**config.mk**
```make
export PLATFORM = sky130hd
export DESIGN_NAME = Rename
export DESIGN_NICKNAME = d
export VERILOG_FILES = /design/src/renamePkg.sv /design/src/Rename.sv /design/src/RenameTable.sv /design/src/TagBuffer.sv /design/src/FreeTagCounter.sv
export SDC_FILE = /design/constraint.sdc
export NUM_CORES = 2
export LEC_CHECK = 0
export BUFFER_PORTS_ARGS = -buffer_cell sky130_fd_sc_hd__buf_4
export CAP_MARGIN = 20
export CORE_ASPECT_RATIO = 1.75
export CORE_MARGIN = 1.5
export CORE_UTILIZATION = 45
export CTS_CLUSTER_SIZE = 28
export DETAILED_ROUTE_END_ITERATION = 16
export GPL_TIMING_DRIVEN = 0
export MAX_ROUTING_LAYER = met4
export PLACE_DENSITY = 0.61
export SYNTH_ARGS = -nofsm -noshare
export SYNTH_HDL_FRONTEND = slang
export SYNTH_SLANG_ARGS = --single-unit
```
**constraint.sdc**
```tcl
create_clock -name clk -period 11.3 [get_ports clk]
set_input_delay 1.695 -clock clk [delete_from_list [all_inputs] [get_ports clk]]
set_output_delay 1.695 -clock clk [all_outputs]
set_load 0.02 [all_outputs]
```
**src/renamePkg.sv**
```systemverilog
`default_nettype none

package renamePkg;

    // ************************************************************************
    // Widths and sizes
    // ************************************************************************

    // Tag width including the top no-register flag
    parameter int TAG_W = 7;

    // Physical tags in the free list
    parameter int NUM_TAGS = 64;

    // Architectural registers in each map
    parameter int NUM_ARCH = 32;

    // ************************************************************************
    // Types
    // ************************************************************************

    // Bit 6 set means no physical register
    typedef logic [TAG_W-1:0] tagT;

    typedef logic [$clog2(NUM_ARCH)-1:0] archT;

    // One rename request lane
    typedef struct packed {
        logic valid;
        archT archDst;
    } IssueLane;

    // Offered tag, whether it may be used, and the mapping it replaces
    typedef struct packed {
        tagT  tag;
        logic tagValid;
        tagT  prevTag;
    } IssueResp;

    // One retiring micro-op
    typedef struct packed {
        logic valid;
        archT archDst;
        tagT  tagDst;
    } CommitLane;

endpackage

`default_nettype wire
```
**src/Rename.sv**
```systemverilog
`default_nettype none
`timescale 1ns/1ps

module Rename #(
    parameter int NUM_UOPS = 4
) (
    input  logic                 clk,
    input  logic                 rst,
    input  logic                 mispr,
    input  renamePkg::IssueLane  issue  [NUM_UOPS-1:0],
    input  renamePkg::CommitLane commit [NUM_UOPS-1:0],
    output renamePkg::IssueResp  resp   [NUM_UOPS-1:0]
);
    import renamePkg::*;

    tagT  offerTags      [NUM_UOPS-1:0];
    logic offerValid     [NUM_UOPS-1:0];
    tagT  prevTags       [NUM_UOPS-1:0];
    tagT  commitPrevTags [NUM_UOPS-1:0];

    RenameTable #(
        .NUM_UOPS (NUM_UOPS)
    ) i_renameTable (
        .clk            (clk),
        .rst            (rst),
        .mispr          (mispr),
        .issue          (issue),
        .newTags        (offerTags),
        .commit         (commit),
        .prevTags       (prevTags),
        .commitPrevTags (commitPrevTags)
    );

    TagBuffer #(
        .NUM_UOPS (NUM_UOPS)
    ) i_tagBuffer (
        .clk            (clk),
        .rst            (rst),
        .mispr          (mispr),
        .issue          (issue),
        .commit         (commit),
        .commitPrevTags (commitPrevTags),
        .offerTags      (offerTags),
        .offerValid     (offerValid)
    );

    // Per-lane response
    always_comb begin
        for (int i = 0; i < NUM_UOPS; i++) begin
            resp[i].tag      = offerTags[i];
            resp[i].tagValid = offerValid[i];
            resp[i].prevTag  = prevTags[i];
        end
    end

endmodule

`default_nettype wire

```
**src/RenameTable.sv**
```systemverilog
`default_nettype none
`timescale 1ns/1ps

module RenameTable #(
    parameter int NUM_UOPS = 4
) (
    input  logic                 clk,
    input  logic                 rst,
    input  logic                 mispr,
    input  renamePkg::IssueLane  issue          [NUM_UOPS-1:0],
    input  renamePkg::tagT       newTags        [NUM_UOPS-1:0],
    input  renamePkg::CommitLane commit         [NUM_UOPS-1:0],
    output renamePkg::tagT       prevTags       [NUM_UOPS-1:0],
    output renamePkg::tagT       commitPrevTags [NUM_UOPS-1:0]
);
    import renamePkg::*;

    // Mapping held by every register after reset
    localparam tagT NO_TAG = {1'b1, {(TAG_W-1){1'b0}}};

    // Speculative and committed maps
    tagT specMap     [NUM_ARCH-1:0];
    tagT commMap     [NUM_ARCH-1:0];
    tagT specMapNext [NUM_ARCH-1:0];
    tagT commMapNext [NUM_ARCH-1:0];

    // ************************************************************************
    // Lookup with in-group bypass
    // ************************************************************************

    always_comb begin
        for (int i = 0; i < NUM_UOPS; i++) begin
            prevTags[i] = specMap[issue[i].archDst];
            // Highest lower lane writing the same register wins
            for (int j = 0; j < i; j++) begin
                if (issue[j].valid && issue[j].archDst == issue[i].archDst) begin
                    prevTags[i] = newTags[j];
                end
            end
        end
    end

    always_comb begin
        for (int i = 0; i < NUM_UOPS; i++) begin
            commitPrevTags[i] = commMap[commit[i].archDst];
            for (int j = 0; j < i; j++) begin
                if (commit[j].valid && commit[j].archDst == commit[i].archDst) begin
                    commitPrevTags[i] = commit[j].tagDst;
                end
            end
        end
    end

    // ************************************************************************
    // Map update
    // ************************************************************************

    always_comb begin
        commMapNext = commMap;
        for (int i = 0; i < NUM_UOPS; i++) begin
            if (commit[i].valid) begin
                commMapNext[commit[i].archDst] = commit[i].tagDst;
            end
        end

        if (mispr) begin
            // Restore from the committed map including this cycle's commits
            specMapNext = commMapNext;
        end else begin
            specMapNext = specMap;
            // Ascending order lets the highest lane win
            for (int i = 0; i < NUM_UOPS; i++) begin
                if (issue[i].valid) begin
                    specMapNext[issue[i].archDst] = newTags[i];
                end
            end
        end
    end

    always_ff @(posedge clk) begin
        if (rst) begin
            for (int i = 0; i < NUM_ARCH; i++) begin
                specMap[i] <= NO_TAG;
                commMap[i] <= NO_TAG;
            end
        end else begin
            specMap <= specMapNext;
            commMap <= commMapNext;
        end
    end

endmodule

`default_nettype wire

```
**src/TagBuffer.sv**
```systemverilog
`default_nettype none
`timescale 1ns/1ps

module TagBuffer #(
    parameter int NUM_UOPS = 4,
    localparam int CNT_W = $clog2(NUM_UOPS + 1)
) (
    input  logic                 clk,
    input  logic                 rst,
    input  logic                 mispr,
    input  renamePkg::IssueLane  issue          [NUM_UOPS-1:0],
    input  renamePkg::CommitLane commit         [NUM_UOPS-1:0],
    input  renamePkg::tagT       commitPrevTags [NUM_UOPS-1:0],
    output renamePkg::tagT       offerTags      [NUM_UOPS-1:0],
    output logic                 offerValid     [NUM_UOPS-1:0]
);
    import renamePkg::*;

    localparam int IDX_W = $clog2(NUM_TAGS);

    // Per-tag state
    logic [NUM_TAGS-1:0] used;
    logic [NUM_TAGS-1:0] committed;
    logic [NUM_TAGS-1:0] usedNext;
    logic [NUM_TAGS-1:0] committedNext;

    logic [CNT_W-1:0] freeCount;

    // ************************************************************************
    // Tag offer
    // ************************************************************************

    FreeTagCounter #(
        .NUM_UOPS (NUM_UOPS)
    ) i_freeTagCounter (
        .used      (used),
        .freeCount (freeCount)
    );

    // Lane i gets the (i+1)-th highest free tag
    always_comb begin
        logic [NUM_TAGS-1:0] avail;
        logic [IDX_W-1:0]    pick;
        logic                found;
        avail = ~used;
        for (int i = 0; i < NUM_UOPS; i++) begin
            pick  = '0;
            found = 1'b0;
            // Ascending scan where the last hit is the highest free tag
            for (int j = 0; j < NUM_TAGS; j++) begin
                if (avail[j]) begin
                    pick  = IDX_W'(j);
                    found = 1'b1;
                end
            end
            if (found) begin
                avail[pick]  = 1'b0;
                offerTags[i] = {1'b0, pick};
            end else begin
                offerTags[i] = {1'b1, {IDX_W{1'b0}}};
            end
        end
    end

    always_comb begin
        for (int i = 0; i < NUM_UOPS; i++) begin
            offerValid[i] = freeCount > CNT_W'(i);
        end
    end

    // ************************************************************************
    // State update
    // ************************************************************************

    always_comb begin
        usedNext      = used;
        committedNext = committed;

        if (mispr) begin
            // Everything not yet committed goes back to the free list
            usedNext = used & committed;
        end else begin
            for (int i = 0; i < NUM_UOPS; i++) begin
                if (issue[i].valid && offerValid[i]) begin
                    usedNext[offerTags[i][IDX_W-1:0]] = 1'b1;
                end
            end
        end

        // Commits land after the mispredict clear and win over it
        for (int i = 0; i < NUM_UOPS; i++) begin
            if (commit[i].valid) begin
                // Release the mapping this commit replaces
                if (!commitPrevTags[i][TAG_W-1]) begin
                    usedNext[commitPrevTags[i][IDX_W-1:0]]      = 1'b0;
                    committedNext[commitPrevTags[i][IDX_W-1:0]] = 1'b0;
                end
                // Confirm the new one
                if (!commit[i].tagDst[TAG_W-1]) begin
                    usedNext[commit[i].tagDst[IDX_W-1:0]]      = 1'b1;
                    committedNext[commit[i].tagDst[IDX_W-1:0]] = 1'b1;
                end
            end
        end
    end

    always_ff @(posedge clk) begin
        if (rst) begin
            used      <= '0;
            committed <= '0;
        end else begin
            used      <= usedNext;
            committed <= committedNext;
        end
    end

endmodule

`default_nettype wire

```
**src/FreeTagCounter.sv**
```systemverilog
`default_nettype none
`timescale 1ns/1ps

module FreeTagCounter #(
    parameter int NUM_UOPS = 4,
    localparam int CNT_W = $clog2(NUM_UOPS + 1)
) (
    input  logic [renamePkg::NUM_TAGS-1:0] used,
    output logic [CNT_W-1:0]               freeCount
);
    import renamePkg::*;

    // Add two partial counts clamped to the lane count
    function automatic logic [2:0] satAdd(input logic [2:0] a, input logic [2:0] b);
        logic [3:0] sum;
        sum = {1'b0, a} + {1'b0, b};
        return (sum > 4'(NUM_UOPS)) ? 3'(NUM_UOPS) : sum[2:0];
    endfunction

    // Pairs and quads are counted exactly
    logic [1:0] stage0 [NUM_TAGS/2-1:0];
    logic [2:0] stage1 [NUM_TAGS/4-1:0];

    // Saturating levels
    logic [2:0] stage2 [NUM_TAGS/8-1:0];
    logic [2:0] stage3 [NUM_TAGS/16-1:0];
    logic [2:0] stage4 [NUM_TAGS/32-1:0];

    always_comb begin
        for (int i = 0; i < NUM_TAGS/2; i++) begin
            stage0[i] = {1'b0, ~used[2*i]} + {1'b0, ~used[2*i+1]};
        end
        for (int i = 0; i < NUM_TAGS/4; i++) begin
            stage1[i] = {1'b0, stage0[2*i]} + {1'b0, stage0[2*i+1]};
        end
        for (int i = 0; i < NUM_TAGS/8; i++) begin
            stage2[i] = satAdd(stage1[2*i], stage1[2*i+1]);
        end
        for (int i = 0; i < NUM_TAGS/16; i++) begin
            stage3[i] = satAdd(stage2[2*i], stage2[2*i+1]);
        end
        for (int i = 0; i < NUM_TAGS/32; i++) begin
            stage4[i] = satAdd(stage3[2*i], stage3[2*i+1]);
        end
        // Root of the tree
        freeCount = CNT_W'(satAdd(stage4[0], stage4[1]));
    end

endmodule

`default_nettype wire

```
==> metrics, run 1 <==
Stopped at=5_1_grt; largest net degree at the start of global routing=15; Port-buffer cells=97; CTS buffer count=69; syn_nets=9571; grt total ovfl=5957; vias in the first global route=109000; synthesized area=0.0690 mm²; dpl cells=11700; largest cells by area after synthesis=dfxtp_1 (17%), mux4_2 (15%), a211oi_1 (6.9%), nand2_1 (6.9%), nor2_1 (6.7%); Initial Util=45.2%; clk root buf=clkbuf_16; sequential share of the synthesized area=16.7%; status=did not finish; Synth top area share=16.7%; error msg=[ERROR GRT-0116] Global routing finished with congestion. Check the congestion regions in the DRC Viewer.; FF+latch count, synth=576; maximum clock path buffer count=3; Die Height=521 µm; DP HPWL=459000 µm; Netlist cell types=125; ys async rst share=0%; Placement Cell Area=0.0743 mm²; ys flop type=dfxtp_1; Placer Congestion=1.37; Yosys top cell by area=dfxtp_1; H-tree Lvls=3; first-pass GRT wire length=1020000 µm; GRT Resource Usage Total=91.6%; Clock Sinks=576; Die Wd=299 µm; Post-Synthesis Cells=9404; Warnings, synthesis=0; Post-Syn Area per Cell=7.34 µm²; Post-synth EDFFs=0; Site Rows=190; # IOs=139
[cell usage after synthesis (40+ instances only)]
library cell and number:
buf_2 82, xor2_1 48, a21boi_0 42, and3_1 64, dfxtp_1 576, nand3_1 209, o21ai_0 578, or2_2 52
nor2b_1 45, nand2b_1 46, nand2_1 1272, mux4_2 448, a21oi_1 708, clkbuf_1 707, a2111oi_0 43, o22ai_1 79
nor2_1 1224, a31oi_1 117, o211ai_1 245, ha_1 49, a221o_1 44, buf_1 106, a221oi_1 75, nor3_1 85
a21o_1 40, a22o_1 125, mux2i_1 229, nor4_1 63, a22oi_1 170, inv_1 194, a211oi_1 637, and2_1 69
nand4_1 149
[timing repair]
action	in CTS
hold buffers	0
pin swaps	70
resized for setup	394
buffers inserted	96
gates cloned	0
setup endpoints to repair	306
[per-stage QoR]
step                hold slack, ns  setup WS [ns]
floorplan                    0.626           2.20
global placement             0.662          -5.00
detailed placement           0.668          -3.37
CTS                          0.676       0.000617
[logic make-up after synthesis]
group                    synth area share (%)
AO/OA/AOI/OAI                            32.9
flip-flops                               16.7
multiplexers                             18.1
XOR/XNOR                                0.774
buffers and inverters                    6.42
AND/OR/NAND/NOR                          23.1
adder cells (fa/ha/maj)                  2.03
[routing by layer]
layer	track usage (%)	GRT overflow
met5	-	-
met4	94.3	1381
met3	74.3	176
met2	109	4168
met1	87.1	232
==> run 2: changes to the inputs <==
CORE_ASPECT_RATIO = not set   (was 1.75)
CORE_UTILIZATION = 30   (was 45)
CTS_CLUSTER_SIZE = not set   (was 28)
MAX_ROUTING_LAYER = not set   (was met4)
PLACE_DENSITY = not set   (was 0.61)
PLACE_DENSITY_LB_ADDON = 0.15   (was not set)
==> metrics, run 2 <==
status=complete, but fails checks; violated checks=max-slew violations, negative setup slack; Post-Syn Area per Cell=7.34 µm² (unchanged); Placer Congestion=1.12 (-18%); startpoint types=flip-flop; Final Skew=0.0511 ns; Max Cap Viol=0; initial antenna violation count=68; Antenna Violating Nets Remaining=0; total chip power=0.0110 W; synthesized area=0.0690 mm² (unchanged); Hold Fails Final Rpt=0; first-pass GRT wire length=841000 µm; Hold Crit Class=flip-flop to flip-flop; most common cell in the netlist=nand2_1; dpl cells=12700 (+8.9%); Site Rows=175 (-7.9%); Worst path slowest cell=or3_4; # IOs=139 (unchanged); Critical Path AT=9.73 ns; clock-pin slew on the worst setup and hold paths=0.07 ns; maximum clock path buffer count=3 (unchanged); Die Wd=483 µm (+61%); largest cells by area after synthesis=dfxtp_1 (17%), mux4_2 (15%), a211oi_1 (6.9%), nand2_1 (6.9%), nor2_1 (6.7%); Data required, critical path=9.61 ns; clk_lat worst skew=0.84 ns; Via Count=97000; Initial Util=30.3% (-15 points); Area growth syn-to-layout=22.5%; critical path peak fanout=10; DRT Wirelength=650000 µm; H-tree Lvls=3 (unchanged); period utilization=101%; ys flop type=dfxtp_1; FF+latch count, synth=576 (unchanged); Worst path top cell family by delay=simple AND/OR/NAND/NOR gates; core footprint=0.228 mm²; drc violations=0; crit path capture type=output pin; DP HPWL=515000 µm (+12%); initial drt markers=17000; CTS tree=yes; Clock Sinks=576 (unchanged); post-route cell area=0.0845 mm²; Crit Path Class=flip-flop to output pin; layout net count=10200; Slew headroom=-2.14%; GRT Resource Usage Total=53.9%; RSZ-0062 raised after global routing=yes; sequential share of the synthesized area=16.7% (unchanged); syn_nets=9571 (unchanged); Non-Filler Instances=13200; vias in the first global route=87200; Critical Path Max Stage Delay=0.52 ns; Warnings, synthesis=0 (unchanged); hold bufs inserted after CTS=0 (unchanged); Post-Synthesis Cells=9404 (unchanged); synth cell count leaders=nand2_1 (1272), nor2_1 (1224), a21oi_1 (708); biggest regs=i_renameTable.commMap (224), i_renameTable.specMap (224); layout cells sized above 1=18.0%; DR WL/cell=49.4 µm; Yosys top cell by area=dfxtp_1; Hold Slack=0.655 ns; commonest non-fill, non-tap cell in the layout=nand2_1; drt first pass iters=7; Placement Cell Area=0.0766 mm² (+3.1%); Port-buffer cells=97 (unchanged); most frequent cells in the layout=nand2_1 (1254), nor2_1 (1198), a21oi_1 (684); clk root buf=clkbuf_16; FMAX=87.5 MHz; Period minus WS final=11.43 ns; max-slew violation count=1; PnR worst setup slack=-0.126 ns; final setup fails=4; Crit path buffers/inverters=11; full die area=0.233 mm²; grt total ovfl=0; Post-synth EDFFs=0 (unchanged); Peak VDD IR=0.000243 V; Netlist cell types=125 (unchanged); ys async rst share=0% (unchanged); most used cell, CP=buf_4; Synth top area share=16.7% (unchanged); CTS buffer count=82 (+19%); PD cells=130 mW/mm²; Worst-Margin Slew=1.53 ns; Die Height=483 µm (-7.4%); P_leak=27.7 nW; DR vias/cell=7.37; largest net degree at the start of global routing=14
## run 2: routing by layer
layer / wire, µm / up-vias / share of wire [%] / global-route usage, %
li1: - / 37200 / - / -
met3: 87600 / 2802 / 13 / 22.6
met5: 417 / - / 0.064 / 1.39
met4: 79800 / 20 / 12 / 51.1
met2: 256000 / 9132 / 39 / 75.5
met1: 226000 / 47900 / 35 / 61.1
## run 2: final cells by class
type	count	area [µm²]
inverter	212	853
buffer	906	4100
sequential	576	11600
clock buffer	112	2330
fill	24300	144000
tap	3009	3760
multi-input combinational	7700	55500
clock inverter	40	563
antenna	58	145
timing repair buffer	543	5700
## run 2: power by group
| part | switching [W] | internal (W) | total (W) |
|---|---|---|---|
| clock network | 0.00131 | 0.00165 | 0.00296 |
| registers | 0.000270 | 0.00213 | 0.00240 |
| logic | 0.00415 | 0.00150 | 0.00565 |
| total | 0.00573 | 0.00527 | 0.0110 |
## run 2: through the flow
step | TNS [ns] | worst slack [ns] | utilization [%]
after CTS | 0 | 0.000203 | 35.9
after global routing | -0.306 | -0.0776 | 37.0
after global placement | -1085.10 | -5.97 | 32.2
final | -0.322 | -0.126 | 37.1
after floorplan | 0 | 2.20 | -
after detailed placement | -499.21 | -3.70 | 33.6
## run 2: path summary, 6_finish.rpt
kind | from | to | slack [ns] | depth (start not counted)
max reg2reg | i_tagBuffer.used[32] | i_tagBuffer.used[32] | 0.68 | 37
max | i_tagBuffer.used[32] | resp[57] | -0.13 | 33
min | i_tagBuffer.committed[10] | i_tagBuffer.used[10] | 0.66 | 4
min reg2reg | i_tagBuffer.committed[10] | i_tagBuffer.used[10] | 0.66 | 4
## run 2: logic make-up after synthesis
group,count (synthesis),share of synthesized area (%)
and+or+nand+nor,3520,23.1
xor gates and xnor gates,61,0.774
buffers and inverters,1128,6.42
DFF,576,16.7
AOI/OAI and AO/OA,3343,32.9
muxes,687,18.1
adders and majority gates,89,2.03
## run 2: worst register-to-register path: cells and delay by family, from the launching register on
kind            cells  cell delay (ns)
buf+inv            11             2.45
flops               1             0.41
simple gates        9             2.75
compound gates     17             4.80
## run 2: timing repair
action / CTS / global route
resized for setup: 393 / 226
buffers inserted: 89 / 96
endpoints found under the setup margin: 305 / 8
gates cloned: 0 / 0
pin swaps: 69 / 79
No activity file was read; power rests on OpenSTA's default activity.
